--- config.mk ---
export PLATFORM = sky130hd
export DESIGN_NAME = accel_top
export DESIGN_NICKNAME = d
export VERILOG_FILES = /design/src/source/accel_pkg.sv /design/src/source/accel_top.sv /design/src/source/cmd_dispatch.sv /design/src/source/modmul_unit.sv /design/src/source/resp_merge.sv /design/src/source/solution_checker.sv /design/src/source/sync_fifo.sv
export SDC_FILE = /design/constraint.sdc
export NUM_CORES = 1
export LEC_CHECK = 0
export BUFFER_PORTS_ARGS = -buffer_cell sky130_fd_sc_hd__buf_2
export CAP_MARGIN = 10
export CORE_UTILIZATION = 56
export DETAILED_ROUTE_END_ITERATION = 8
export PLACE_DENSITY = 0.76
export SETUP_SLACK_MARGIN = 0.02
export SYNTH_ARGS = -nofsm -noshare
export SYNTH_HDL_FRONTEND = slang
export SYNTH_SLANG_ARGS = --single-unit
--- constraint.sdc ---
create_clock -name i_clk_100 -period 5.55 [get_ports i_clk_100]
set_clock_uncertainty 0.15 [all_clocks]
set_input_delay 0.2775 -clock i_clk_100 [delete_from_list [all_inputs] [get_ports i_clk_100]]
set_output_delay 0.2775 -clock i_clk_100 [all_outputs]
set_load 0.1 [all_outputs]
--- src/source/accel_pkg.sv ---
// Accelerator shared definitions
package accel_pkg;

  // Host command and response words share one layout
  typedef logic [63:0] cmd_t;  // Opcode | tag | payload
  typedef logic [63:0] resp_t; // Opcode | tag | result

  // Field positions
  localparam int OP_HI  = 63;
  localparam int OP_LO  = 60;
  localparam int TAG_HI = 59;
  localparam int TAG_LO = 56;
  localparam int PAY_W  = 56; // Payload and result width

  // Checker payload
  localparam int LAST_BIT = 55; // Last index of a solution
  localparam int IDX_W    = 32; // Index in bits 31..0

  // Multiplier payload, operand a above operand b
  localparam int OPA_LO = 24;
  localparam int OPB_LO = 0;

  // Opcodes, anything else is dropped by the dispatcher
  localparam logic [3:0] OP_USR_RST = 4'h1; // Clear both engines
  localparam logic [3:0] OP_CHK_IDX = 4'h2; // One solution index
  localparam logic [3:0] OP_MODMUL  = 4'h3; // a * b mod p

  // Checker error mask bits
  localparam int MASK_ORDER = 0; // Index not strictly ascending
  localparam int MASK_COUNT = 1; // Wrong number of indices
  localparam int MASK_XOR   = 2; // XOR of all indices not zero
  localparam int MASK_W     = 3;

  // Default parameter values, the top passes these down
  localparam int          SOL_LEN_DEF    = 8;
  localparam int          MUL_W_DEF      = 24;
  localparam int unsigned MUL_P_DEF      = 16777213; // Largest prime below 2^24
  localparam int          FIFO_DEPTH_DEF = 4;

endpackage

--- src/source/accel_top.sv ---
// Verification accelerator top
module accel_top import accel_pkg::*; #(
  parameter int          SOL_LEN    = SOL_LEN_DEF,
  parameter int          MUL_W      = MUL_W_DEF,
  parameter int unsigned MUL_P      = MUL_P_DEF,
  parameter int          FIFO_DEPTH = FIFO_DEPTH_DEF
)(
  input  logic  i_clk_100,
  input  logic  i_rst_n,
  input  logic  i_rx_val,  // Host command strobe
  input  cmd_t  i_rx_dat,
  output logic  o_tx_val,  // Response strobe
  output resp_t o_tx_dat
);

  logic  chk_val;
  cmd_t  chk_cmd;
  logic  mul_val;
  cmd_t  mul_cmd;
  logic  usr_rst;     // Clears engines and merger, not the port reset
  logic  chk_res_val;
  resp_t chk_res_dat;
  logic  mul_res_val;
  resp_t mul_res_dat;

  cmd_dispatch dispatch_inst (
    .i_clk_100 ( i_clk_100 ),
    .i_rst_n   ( i_rst_n   ),
    .i_rx_val  ( i_rx_val  ),
    .i_rx_dat  ( i_rx_dat  ),
    .o_chk_val ( chk_val   ),
    .o_chk_dat ( chk_cmd   ),
    .o_mul_val ( mul_val   ),
    .o_mul_dat ( mul_cmd   ),
    .o_usr_rst ( usr_rst   )
  );

  solution_checker #(.SOL_LEN(SOL_LEN)) checker_inst (
    .i_clk_100 ( i_clk_100   ),
    .i_rst_n   ( i_rst_n     ),
    .i_clr     ( usr_rst     ),
    .i_val     ( chk_val     ),
    .i_dat     ( chk_cmd     ),
    .o_res_val ( chk_res_val ),
    .o_res_dat ( chk_res_dat )
  );

  modmul_unit #(
    .MUL_W      ( MUL_W      ),
    .MUL_P      ( MUL_P      ),
    .FIFO_DEPTH ( FIFO_DEPTH )
  ) modmul_inst (
    .i_clk_100 ( i_clk_100   ),
    .i_rst_n   ( i_rst_n     ),
    .i_clr     ( usr_rst     ),
    .i_val     ( mul_val     ),
    .i_dat     ( mul_cmd     ),
    .o_res_val ( mul_res_val ),
    .o_res_dat ( mul_res_dat )
  );

  resp_merge #(.FIFO_DEPTH(FIFO_DEPTH)) merge_inst (
    .i_clk_100 ( i_clk_100   ),
    .i_rst_n   ( i_rst_n     ),
    .i_clr     ( usr_rst     ),
    .i_chk_val ( chk_res_val ),
    .i_chk_dat ( chk_res_dat ),
    .i_mul_val ( mul_res_val ),
    .i_mul_dat ( mul_res_dat ),
    .o_tx_val  ( o_tx_val    ),
    .o_tx_dat  ( o_tx_dat    )
  );

endmodule

--- src/source/cmd_dispatch.sv ---
// Host command dispatcher
module cmd_dispatch import accel_pkg::*; (
  input  logic i_clk_100,
  input  logic i_rst_n,
  input  logic i_rx_val,  // Host word strobe
  input  cmd_t i_rx_dat,
  output logic o_chk_val, // Index word for the checker
  output cmd_t o_chk_dat,
  output logic o_mul_val, // Operation for the multiplier
  output cmd_t o_mul_dat,
  output logic o_usr_rst  // One-cycle engine clear
);

  cmd_t       cmd_q; // Registered host word
  logic [3:0] op;
  logic       is_chk;
  logic       is_mul;
  logic       is_rst;

  // Decode once here, engines trust their strobe
  assign op     = i_rx_dat[OP_HI:OP_LO];
  assign is_chk = i_rx_val && (op == OP_CHK_IDX);
  assign is_mul = i_rx_val && (op == OP_MODMUL);
  assign is_rst = i_rx_val && (op == OP_USR_RST);

  always_ff @(posedge i_clk_100 or negedge i_rst_n) begin
    if (!i_rst_n) begin
      o_chk_val <= 1'b0;
      o_mul_val <= 1'b0;
      o_usr_rst <= 1'b0;
    end else begin
      o_chk_val <= is_chk; // Unknown opcodes raise nothing
      o_mul_val <= is_mul;
      o_usr_rst <= is_rst;
    end
  end

  // Word only loaded when it goes to an engine
  always_ff @(posedge i_clk_100) begin
    if (is_chk || is_mul) cmd_q <= i_rx_dat;
  end

  // Both engines see the same register, only the strobes differ
  assign o_chk_dat = cmd_q;
  assign o_mul_dat = cmd_q;

endmodule

--- src/source/modmul_unit.sv ---
// Queued modular multiplier
module modmul_unit import accel_pkg::*; #(
  parameter int          MUL_W      = MUL_W_DEF,     // Operand width
  parameter int unsigned MUL_P      = MUL_P_DEF,     // Modulus
  parameter int          FIFO_DEPTH = FIFO_DEPTH_DEF // Queued operations
)(
  input  logic  i_clk_100,
  input  logic  i_rst_n,
  input  logic  i_clr,     // User reset
  input  logic  i_val,
  input  cmd_t  i_dat,
  output logic  o_res_val, // One per operation, in command order
  output resp_t o_res_dat
);

  localparam int             CNT_W = $clog2(MUL_W + 1);
  localparam logic [MUL_W:0] P_EXT = (MUL_W + 1)'(MUL_P); // One spare bit for compares

  cmd_t             fifo_dat;
  logic             fifo_empty;
  logic             pop;
  logic             busy;
  logic [CNT_W-1:0] step_cnt; // Steps left minus one
  logic             step_last;

  // Operation in progress
  logic [MUL_W-1:0] a_q;
  logic [MUL_W-1:0] b_q; // Shifted left, MSB is the current bit
  logic [MUL_W-1:0] acc_q;
  logic [3:0]       op_q;
  logic [3:0]       tag_q;

  logic [MUL_W:0]   a_ext;
  logic [MUL_W-1:0] a_red;
  logic [MUL_W:0]   dbl;
  logic [MUL_W-1:0] dbl_r;
  logic [MUL_W:0]   sum;
  logic [MUL_W-1:0] sum_r;
  logic [MUL_W-1:0] acc_nxt;

  assign pop       = !busy && !fifo_empty && !i_clr; // Next op only when idle
  assign step_last = busy && (step_cnt == '0);

  sync_fifo #(
    .DEPTH ( FIFO_DEPTH ),
    .T     ( cmd_t      )
  ) cmd_fifo_inst (
    .i_clk_100 ( i_clk_100  ),
    .i_rst_n   ( i_rst_n    ),
    .i_clr     ( i_clr      ),
    .i_wr      ( i_val      ),
    .i_wr_dat  ( i_dat      ),
    .i_rd      ( pop        ),
    .o_rd_dat  ( fifo_dat   ),
    .o_empty   ( fifo_empty ),
    .o_full    (            )
  );

  always_comb begin
    // a can reach 2^MUL_W-1, so bring it below p once on load
    a_ext   = {1'b0, fifo_dat[OPA_LO +: MUL_W]};
    a_red   = (a_ext >= P_EXT) ? MUL_W'(a_ext - P_EXT) : a_ext[MUL_W-1:0];
    dbl     = {acc_q, 1'b0};                                          // 2*acc < 2p
    dbl_r   = (dbl >= P_EXT) ? MUL_W'(dbl - P_EXT) : dbl[MUL_W-1:0];
    sum     = {1'b0, dbl_r} + {1'b0, a_q};                            // Also < 2p
    sum_r   = (sum >= P_EXT) ? MUL_W'(sum - P_EXT) : sum[MUL_W-1:0];
    acc_nxt = b_q[MUL_W-1] ? sum_r : dbl_r;
  end

  // Control: one load cycle then MUL_W steps
  always_ff @(posedge i_clk_100 or negedge i_rst_n) begin
    if (!i_rst_n) begin
      busy      <= 1'b0;
      step_cnt  <= '0;
      o_res_val <= 1'b0;
    end else if (i_clr) begin
      busy      <= 1'b0; // Abandon any running product
      step_cnt  <= '0;
      o_res_val <= 1'b0;
    end else begin
      o_res_val <= step_last;
      if (pop) begin
        busy     <= 1'b1;
        step_cnt <= CNT_W'(MUL_W - 1);
      end else if (busy) begin
        step_cnt <= step_cnt - 1'b1;
        if (step_last) busy <= 1'b0;
      end
    end
  end

  always_ff @(posedge i_clk_100) begin
    if (pop) begin
      a_q   <= a_red;
      b_q   <= fifo_dat[OPB_LO +: MUL_W];
      acc_q <= '0;
      op_q  <= fifo_dat[OP_HI:OP_LO];
      tag_q <= fifo_dat[TAG_HI:TAG_LO];
    end else if (busy) begin
      acc_q <= acc_nxt;
      b_q   <= b_q << 1; // MSB first
    end
    if (step_last) o_res_dat <= {op_q, tag_q, {(PAY_W - MUL_W){1'b0}}, acc_nxt};
  end

endmodule

--- src/source/resp_merge.sv ---
// Round-robin response merger
module resp_merge import accel_pkg::*; #(
  parameter int FIFO_DEPTH = FIFO_DEPTH_DEF // Per-engine result queue
)(
  input  logic  i_clk_100,
  input  logic  i_rst_n,
  input  logic  i_clr,     // User reset flushes both queues
  input  logic  i_chk_val,
  input  resp_t i_chk_dat,
  input  logic  i_mul_val,
  input  resp_t i_mul_dat,
  output logic  o_tx_val,  // One-cycle strobe, no back-pressure
  output resp_t o_tx_dat
);

  resp_t chk_dat;
  resp_t mul_dat;
  logic  chk_empty;
  logic  mul_empty;
  logic  rr_q;     // Set gives the multiplier queue first pick
  logic  pick_mul;
  logic  rd_chk;
  logic  rd_mul;

  // Only one queue drains per cycle, the other waits its turn
  assign pick_mul = !mul_empty && (chk_empty || rr_q);
  assign rd_mul   = pick_mul && !i_clr;
  assign rd_chk   = !chk_empty && !pick_mul && !i_clr;

  sync_fifo #(
    .DEPTH ( FIFO_DEPTH ),
    .T     ( resp_t     )
  ) chk_fifo_inst (
    .i_clk_100 ( i_clk_100 ),
    .i_rst_n   ( i_rst_n   ),
    .i_clr     ( i_clr     ),
    .i_wr      ( i_chk_val ),
    .i_wr_dat  ( i_chk_dat ),
    .i_rd      ( rd_chk    ),
    .o_rd_dat  ( chk_dat   ),
    .o_empty   ( chk_empty ),
    .o_full    (           )
  );

  sync_fifo #(
    .DEPTH ( FIFO_DEPTH ),
    .T     ( resp_t     )
  ) mul_fifo_inst (
    .i_clk_100 ( i_clk_100 ),
    .i_rst_n   ( i_rst_n   ),
    .i_clr     ( i_clr     ),
    .i_wr      ( i_mul_val ),
    .i_wr_dat  ( i_mul_dat ),
    .i_rd      ( rd_mul    ),
    .o_rd_dat  ( mul_dat   ),
    .o_empty   ( mul_empty ),
    .o_full    (           )
  );

  always_ff @(posedge i_clk_100 or negedge i_rst_n) begin
    if (!i_rst_n) begin
      o_tx_val <= 1'b0;
      rr_q     <= 1'b0;
    end else if (i_clr) begin
      o_tx_val <= 1'b0;
      rr_q     <= 1'b0;
    end else begin
      o_tx_val <= rd_chk || rd_mul;
      if (rd_chk)      rr_q <= 1'b1; // Hand priority to the other side
      else if (rd_mul) rr_q <= 1'b0;
    end
  end

  always_ff @(posedge i_clk_100) begin
    if (rd_chk || rd_mul) o_tx_dat <= pick_mul ? mul_dat : chk_dat;
  end

endmodule

--- src/source/solution_checker.sv ---
// Streamed solution checker
module solution_checker import accel_pkg::*; #(
  parameter int SOL_LEN = SOL_LEN_DEF // Indices in a valid solution
)(
  input  logic  i_clk_100,
  input  logic  i_rst_n,
  input  logic  i_clr,     // User reset
  input  logic  i_val,
  input  cmd_t  i_dat,
  output logic  o_res_val, // One per completed solution
  output resp_t o_res_dat
);

  localparam int               CNT_W   = $clog2(SOL_LEN + 2);
  localparam logic [CNT_W-1:0] CNT_MAX = CNT_W'(SOL_LEN + 1); // Enough to flag too many

  // Running state of the current solution
  logic [IDX_W-1:0]  prev_idx;
  logic [IDX_W-1:0]  xor_acc;
  logic [CNT_W-1:0]  cnt;
  logic              order_err; // Sticky

  logic [IDX_W-1:0]  idx;
  logic              last;
  logic              ord_now;
  logic [IDX_W-1:0]  xor_nxt;
  logic [CNT_W-1:0]  cnt_nxt;
  logic [MASK_W-1:0] mask;

  always_comb begin
    idx     = i_dat[IDX_W-1:0];
    last    = i_dat[LAST_BIT];
    ord_now = (cnt != '0) && (idx <= prev_idx); // First index has nothing before it
    xor_nxt = xor_acc ^ idx;
    cnt_nxt = (cnt == CNT_MAX) ? cnt : cnt + 1'b1; // Saturate
    // Mask as it stands with this word included
    mask             = '0;
    mask[MASK_ORDER] = order_err || ord_now;
    mask[MASK_COUNT] = (cnt_nxt != CNT_W'(SOL_LEN));
    mask[MASK_XOR]   = (xor_nxt != '0);
  end

  always_ff @(posedge i_clk_100 or negedge i_rst_n) begin
    if (!i_rst_n) begin
      cnt       <= '0;
      xor_acc   <= '0;
      order_err <= 1'b0;
      o_res_val <= 1'b0;
    end else if (i_clr) begin
      cnt       <= '0; // Partial solution discarded
      xor_acc   <= '0;
      order_err <= 1'b0;
      o_res_val <= 1'b0;
    end else begin
      o_res_val <= i_val && last;
      if (i_val && last) begin
        cnt       <= '0; // Ready for the next solution
        xor_acc   <= '0;
        order_err <= 1'b0;
      end else if (i_val) begin
        cnt       <= cnt_nxt;
        xor_acc   <= xor_nxt;
        order_err <= order_err || ord_now;
      end
    end
  end

  always_ff @(posedge i_clk_100) begin
    if (i_val) prev_idx <= idx; // Ignored while cnt is zero
    if (i_val && last) begin
      // Echo opcode and tag of the last word
      o_res_dat <= {i_dat[OP_HI:OP_LO], i_dat[TAG_HI:TAG_LO],
                    {(PAY_W - MASK_W){1'b0}}, mask};
    end
  end

endmodule

--- src/source/sync_fifo.sv ---
// Single-clock FIFO
module sync_fifo #(
  parameter int  DEPTH = 4,            // Entries
  parameter type T     = logic [63:0]  // Payload type
)(
  input  logic i_clk_100,
  input  logic i_rst_n,
  input  logic i_clr,     // Synchronous flush
  input  logic i_wr,
  input  T     i_wr_dat,
  input  logic i_rd,
  output T     o_rd_dat,  // Head word, valid while not empty
  output logic o_empty,
  output logic o_full
);

  localparam int PTR_W = (DEPTH > 1) ? $clog2(DEPTH) : 1;
  localparam int CNT_W = $clog2(DEPTH + 1);

  T                 mem [DEPTH];
  logic [PTR_W-1:0] wr_ptr;
  logic [PTR_W-1:0] rd_ptr;
  logic [CNT_W-1:0] count;
  logic             wr_en;
  logic             rd_en;

  // Pointer step with wrap for any depth
  function automatic logic [PTR_W-1:0] ptr_inc(input logic [PTR_W-1:0] p);
    return (p == PTR_W'(DEPTH - 1)) ? '0 : p + 1'b1;
  endfunction

  assign o_empty  = (count == '0);
  assign o_full   = (count == CNT_W'(DEPTH));
  assign wr_en    = i_wr && !o_full;  // Write to a full queue is lost
  assign rd_en    = i_rd && !o_empty;
  assign o_rd_dat = mem[rd_ptr];      // First word fall-through

  always_ff @(posedge i_clk_100 or negedge i_rst_n) begin
    if (!i_rst_n) begin
      wr_ptr <= '0;
      rd_ptr <= '0;
      count  <= '0;
    end else if (i_clr) begin
      wr_ptr <= '0; // Flush drops everything held
      rd_ptr <= '0;
      count  <= '0;
    end else begin
      if (wr_en) wr_ptr <= ptr_inc(wr_ptr);
      if (rd_en) rd_ptr <= ptr_inc(rd_ptr);
      case ({wr_en, rd_en})
        2'b10:   count <= count + 1'b1;
        2'b01:   count <= count - 1'b1;
        default: count <= count; // Both or neither
      endcase
    end
  end

  always_ff @(posedge i_clk_100) begin
    if (wr_en) mem[wr_ptr] <= i_wr_dat;
  end

endmodule

Word-level counts from Yosys, hierarchy flattened
Memories as Yosys holds them, arrays and structs flattened.
Index checks and enable logic that the tools add are counted.
{"block": "word_totals", "mem_count": 3, "output_inout_bits": 65, "reg_bits": 354, "mem_bits_rw": 428}
{"name": "modmul_inst.cmd_fifo_inst.mem", "depth": 4, "width": 64, "rd": 1, "rd_ports_with_merged_regs": 0, "wr": 1, "line_no": "sync_fifo.sv:20", "rtl": "T mem [DEPTH];"}
{"name": "merge_inst.mul_fifo_inst.mem", "depth": 4, "width": 32, "rd": 1, "rd_ports_with_merged_regs": 0, "wr": 1, "line_no": "sync_fifo.sv:20"}
{"name": "merge_inst.chk_fifo_inst.mem", "depth": 4, "width": 11, "rd": 1, "rd_ports_with_merged_regs": 0, "wr": 1, "line_no": "sync_fifo.sv:20"}
{"block": "classes", "n_mux": 60, "addsub": 18, "n_reduce_logical": 50, "n_eq_ne": 20, "order_cmp": 4, "bitwise": 1}
{"cell": "$mux 24", "n": 6}
{"cell": "$mux 32", "n": 3}
{"cell": "$sub 24x24->24 const B", "n": 3}
{"cell": "$mux 64", "n": 1}
{"cell": "$ge 25x24->1 const B", "n": 2}
{"cell": "$mux 2", "n": 18}
{"cell": "$le 32x32->1", "n": 1}
{"cell": "$reduce_bool 32->1", "n": 1}
{"cell": "$xor 32x32->32", "n": 1}
{"cell": "$add 24x24->25", "n": 1}
{"cell": "$ge 24x24->1 const B", "n": 1}
{"cell": "$mux 1", "n": 19}
{"cell": "$eq 2x2->1 const B", "n": 9}
{"cell": "$logic_and 1x1->1", "n": 18}
{"cell": "$pmux 3 s2", "n": 3}
{"cell": "$reduce_bool 3->1", "n": 6}
{"cell": "$mux 4", "n": 4}
{"cell": "$mux 5", "n": 3}
{"cell": "$reduce_bool 2->1", "n": 7}
{"cell": "$add 2x1->2 const B", "n": 6}
{"cell": "$add 3x1->3 const B", "n": 3}
{"cell": "$eq 3x3->1 const B", "n": 3}
{"cell": "$logic_not 1->1", "n": 9}
{"cell": "$logic_not 3->1", "n": 3}
{"cell": "12 further kinds", "n": 22}

Depth between registers and ports, before layout
{"block": "depth", "depth_word": 10, "ltp_mapped": 24}

Hierarchy
A second synthesis with hierarchy kept.
{"block": "unflattened", "cells_unflattened": 2684, "area_unflattened_um2": 47122.7}
{"module": "sync_fifo (merge_inst.chk_fifo_inst ...)", "instances": 2, "seq_area_each_um2": 7862.5, "cells_each": 396, "area_per_inst_um2": 9800.6}
{"module": "sync_fifo (modmul_inst.cmd_fifo_inst)", "instances": 1, "seq_area_each_um2": 7862.5, "cells_each": 400, "area_per_inst_um2": 9836.9}
{"module": "modmul_unit", "instances": 1, "seq_area_each_um2": 3298.2, "cells_each": 748, "area_per_inst_um2": 7507.2}
{"module": "solution_checker", "instances": 1, "seq_area_each_um2": 2242.2, "cells_each": 461, "area_per_inst_um2": 4634.4}
{"module": "resp_merge", "instances": 1, "seq_area_each_um2": 1971.9, "cells_each": 146, "area_per_inst_um2": 3015.4}
{"module": "cmd_dispatch", "instances": 1, "seq_area_each_um2": 1996.9, "cells_each": 137, "area_per_inst_um2": 2527.4}

Worst setup path after synthesis
OpenSTA, ideal clock, no wires.
{"block": "synth_timing", "path_type": "reg-to-reg", "from": "register modmul_inst.acc_q[12]", "to": "register modmul_inst.o_res_dat[21], data pin", "synth_period_minus_slack_ps": 5675, "stages_incl_launch_ff": 24, "arrival_time_ps": 5255, "path_slack_ps": -125, "required_time_ps": 5130, "path_buffers": 3, "path_cell_list": "dfxtp_1 -> and4_1 -> and3_1 -> clkbuf_1 -> a41oi_1 -> inv_1 -> nand2_1 -> nor4_1 -> nand2_1 -> xnor2_1 -> ha_1 -> buf_2 -> nand2_1 -> o21ai_1 -> mux2i_1 -> o21ai_0 -> nor3_1 -> nand4b_1 -> or4b_4 -> o21a_1 -> buf_2 -> nor3_1 -> xor2_1 -> a21oi_1"}
{"block": "synth_between", "elab_chain_cells": 6, "elab_cells_between_ends": 8, "cone_classes": "add/sub (3); order compare (2); mux (3)"}
{"element": "start: declaration", "line_no": "modmul_unit.sv:29", "rtl": "logic [MUL_W-1:0] acc_q;"}
{"element": "start signal: assignment", "line_no": "modmul_unit.sv:100", "rtl": "acc_q <= acc_nxt;"}
{"element": "$sub 24x24->24 or $ge 25x24->1 (tied branches)", "line_no": "modmul_unit.sv:64", "rtl": "dbl_r = (dbl >= P_EXT) ? MUL_W'(dbl - P_EXT) : dbl[MUL_W-1:0];"}
{"element": "$mux 24 (*)", "line_no": "modmul_unit.sv:64"}
{"element": "$add 24x24->25", "line_no": "modmul_unit.sv:65", "rtl": "sum = {1'b0, dbl_r} + {1'b0, a_q};"}
{"element": "$sub 24x24->24 or $ge 25x24->1 (tied branches)", "line_no": "modmul_unit.sv:66", "rtl": "sum_r = (sum >= P_EXT) ? MUL_W'(sum - P_EXT) : sum[MUL_W-1:0];"}
{"element": "$mux 24", "line_no": "modmul_unit.sv:66"}
{"element": "$mux 24 (*)", "line_no": "modmul_unit.sv:67", "rtl": "acc_nxt = b_q[MUL_W-1] ? sum_r : dbl_r;"}
{"element": "named net modmul_inst.acc_nxt[21]", "line_no": "modmul_unit.sv:39", "rtl": "logic [MUL_W-1:0] acc_nxt;"}
{"element": "end signal: assignment", "line_no": "modmul_unit.sv:103", "rtl": "if (step_last) o_res_dat <= {op_q, tag_q, {(PAY_W - MUL_W){1'b0}}, acc_nxt};"}
{"element": "end: declaration", "line_no": "modmul_unit.sv:13", "rtl": "output resp_t o_res_dat"}
Mark *: on every way through the listed nets, which the timed path passes. The rest lies on a longest branch.
A chain may end at the register's enable or synchronous reset.

Final worst setup path
{"block": "layout_timing", "from": "register modmul_inst.acc_q[0]", "to": "register modmul_inst.o_res_dat[7], data pin"}
The elaborated chain is that of the path after synthesis.

==> flow_metrics.tcl <==
set metrics [dict create \
    status "completed" \
    crit_type "register to register" \
    ir_drop_mv 0.351 \
    fmax_mhz 182 \
    drtIter0Drc 1269 \
    ios 132 \
    cts_tree "built" \
    syn_area_per_cell_um2 15.5 \
    maxCapViolCount 0 \
    critPathMaxStageDelay_ps 550 \
    synth_area_um2 30400 \
    drive_gt1_frac 0.267 \
    utilization 0.676 \
    die_area_um2 55200 \
    yosysSeqAreaShare 0.683 \
    synth_top_area_cell "edfxtp_1" \
    grt.total_usage 0.227 \
    maxSlewHeadroom 0.279 \
    dr.pass1.iters 6 \
    final_common_cell "edfxtp_1" \
    nNetsFinal 2461 \
    max-clock-path-buffers 3 \
    cts.htree.levels 3 \
    yosysWarningCount 0 \
    period_needed_ps 5480 \
    grt_max_degree 72 \
    startpoint_type "register" \
    drc 0 \
    die_w_um 235 \
    postRouteAntennaNets 0 \
    comb_power_share 0.412 \
    root_buffer "clkbuf_16" \
    hold_ws_ps 217 \
    synth_seq_cells 711 \
    ys.flop_type "edfxtp_1" \
    clk_latency_ps 620 \
    cpMostUsedCell "nor4_4" \
    path_cells "ha_4 > nand3_4 > nor3_2 > buf_4 > a41oi_4 > buf_6 > inv_2 > nand2_2 > nor4_4 > buf_6 > xor2_4 > ha_4 > buf_4 > nand4_1 > or4_4 > and4_4 > nor4_4 > nand3_1 > or4b_4 > o21a_4 > buf_12 > nor4_4 > xor2_1 > a21oi_1" \
    placed_cell_area_um2 32700 \
    synth_top_area_share 0.609 \
    io_buffers 92 \
    final_cell_mix "edfxtp_1, buf_4, nand2_1" \
    start_util 0.566 \
    min_period_over_period 0.988 \
    num_vias 17400 \
    path_buf_inv 6 \
    synth-edff-count 616 \
    grt_first_pass_wirelength_mm 97.1 \
    dp_slack_ps -179 \
    multiInputGateArea_um2 9500 \
    post_drt_wl_per_cell_um 20.3 \
    powerDensity_nw_per_um2 563 \
    layout_setup_ws_ps 66.1 \
    yosysUniqueCellTypes 78 \
    instances_no_fill 3059 \
    path_delay_family "simple AND/OR/NAND/NOR gates" \
    nFillCells 3515 \
    postLayoutCellArea_um2 36300 \
    drv_slew 0 \
    crit_fanout 8 \
    crit_arrival_ps 5650 \
    clock_power_share 0.236 \
    syn_inst 1966 \
    p_leak_nw 13.3 \
    worstMarginPinSlew_ps 1080 \
    cts_made_buffers 71 \
    async_reset_ff_frac 0.0999 \
    avgViaCountPerCell 5.67 \
    p_total_mw 20.4 \
    rows 85 \
    wirelength_mm 62.1 \
    grt_pass1_vias 17800 \
    clock_sinks 711 \
    finalHoldViolCount 0 \
    pwr-share-seq 0.351 \
    setup_viol 0 \
    finalSetupTns_ps 0 \
    p_switching_mw 7.24 \
    rsz0062_at_grt "true" \
    cp-end-kind "register" \
    antennaDiodeCount 0 \
    critPathSlowestCell "or4b_4" \
    antenna_found_initial 0 \
    synth_area_leaders "edfxtp_1, mux4_2, dfrtp_1" \
    holdCritPathClass "input port to async pin" \
    required_ps 5710 \
    p_int_mw 13.2 \
    switching_share 0.354 \
    core_um2 53700 \
    area_growth_pct 19.5 \
    seqCellArea_um2 20800 \
    die_h_um 235 \
    gp_congestion 0.858 \
    cts.reportedPaths.clkPinSlew_ps 60 \
    dp.cells 2849 \
    hpwl_mm 38.3 \
    grt-ovfl-total 0 \
]
## worst reg2reg max path: stages (launching register included)
cell	delay [ps]
dfxtp_2	350
ha_4	150
nand3_4	80
nor3_2	150
buf_4	130
a41oi_4	160
buf_6	170
inv_2	60
nand2_2	80
nor4_4	280
buf_6	170
xor2_4	240
ha_4	210
buf_4	120
nand4_1	140
or4_4	530
and4_4	170
nor4_4	270
nand3_1	120
or4b_4	550
o21a_4	240
buf_12	150
nor4_4	160
xor2_1	220
a21oi_1	140
## cell usage after synthesis (27+ instances only)
cell      number
nand2_1      136
clkbuf_1      57
and2_1        68
a21oi_1       60
ha_1          84
mux2i_1       27
nor2_1       119
o21ai_0       95
inv_1         69
nor3_1        27
mux4_2        98
nand4_1       35
buf_4         32
edfxtp_1     616
xnor2_1       76
dfrtp_1       71
## registers in the layout (all words and copies together), names as in the netlist, 32 cells and up
| signal | count |
|---|---|
| checker_inst.xor_acc | 32 |
| modmul_inst.o_res_dat | 32 |
| merge_inst.o_tx_dat | 32 |
| modmul_inst.cmd_fifo_inst.mem | 224 |
| checker_inst.prev_idx | 32 |
| dispatch_inst.o_chk_dat | 57 |
| merge_inst.chk_fifo_inst.mem | 44 |
| merge_inst.mul_fifo_inst.mem | 128 |
## routing by layer
| metal | global-route usage | share of wire | up-vias | wire, um |
|---|---|---|---|---|
| li1 | - | - | 8045 | - |
| met1 | 0.293 | 0.42 | 8697 | 25800 |
| met2 | 0.395 | 0.51 | 493 | 31800 |
| met3 | 0.0301 | 0.046 | 116 | 2870 |
| met4 | 0.0827 | 0.026 | 0 | 1640 |
| met5 | 0 | 0 | - | 0 |
## power groups by stage
stage / clock, mW / combinational, mW / sequential (mW)
4_1_cts: 4.90 / 7.86 / 7.18
6_report: 4.83 / 8.43 / 7.18
3_3_place_gp: 0 / 7.47 / 7.25
3_5_place_dp: 0 / 7.65 / 7.27
5_1_grt: 5.10 / 9.09 / 7.27
2_1_floorplan: 0 / 4.53 / 7.84
## area by class of cell
class / instances / share of cell area
Clock inverter: 38 / 0.0111
Tap cell: 696 / 0.0240
Multi-Input combinational cell: 1109 / 0.261
Inverter: 69 / 0.00713
Timing Repair Buffer: 344 / 0.0702
Sequential cell: 711 / 0.572
Clock buffer: 92 / 0.0545
## logic make-up after synthesis
logic type                 after synthesis  synth area share
AOI/OAI and AO/OA                      256            0.0519
xor gates and xnor gates               103            0.0299
adders and majority gates               88            0.0372
buffers and inverters                  177            0.0262
DFF                                    711             0.683
muxes                                  149            0.0904
other                                    1          0.000123
and+or+nand+nor                        481            0.0811
## path summary, 6_finish.rpt
check                                startpoint                                  end  slack, ps  cells after the start
max                        modmul_inst.acc_q[0]             modmul_inst.o_res_dat[7]         70                     24
min                                     i_rst_n              checker_inst.xor_acc[7]        220                      2
max reg2reg                modmul_inst.acc_q[0]             modmul_inst.o_res_dat[7]         70                     24
min reg2reg                 modmul_inst.op_q[3]            modmul_inst.o_res_dat[63]        270                      0
max in group asynchronous               i_rst_n  modmul_inst.cmd_fifo_inst.rd_ptr[0]       4220                      2
min in group i_clk_100              i_rx_dat[1]           dispatch_inst.o_chk_dat[1]        220                      2
## repair_timing
action | in CTS | in global routing
resized for setup | 30 | 70
hold endpoints to repair | 131 | 0
hold buffers | 59 | 0
pin swaps | 8 | 52
gates cloned | 0 | 1
setup buffers | 2 | 19
setup endpoints to repair | 35 | 47
Note: power is estimated with default switching activity, not from simulation.
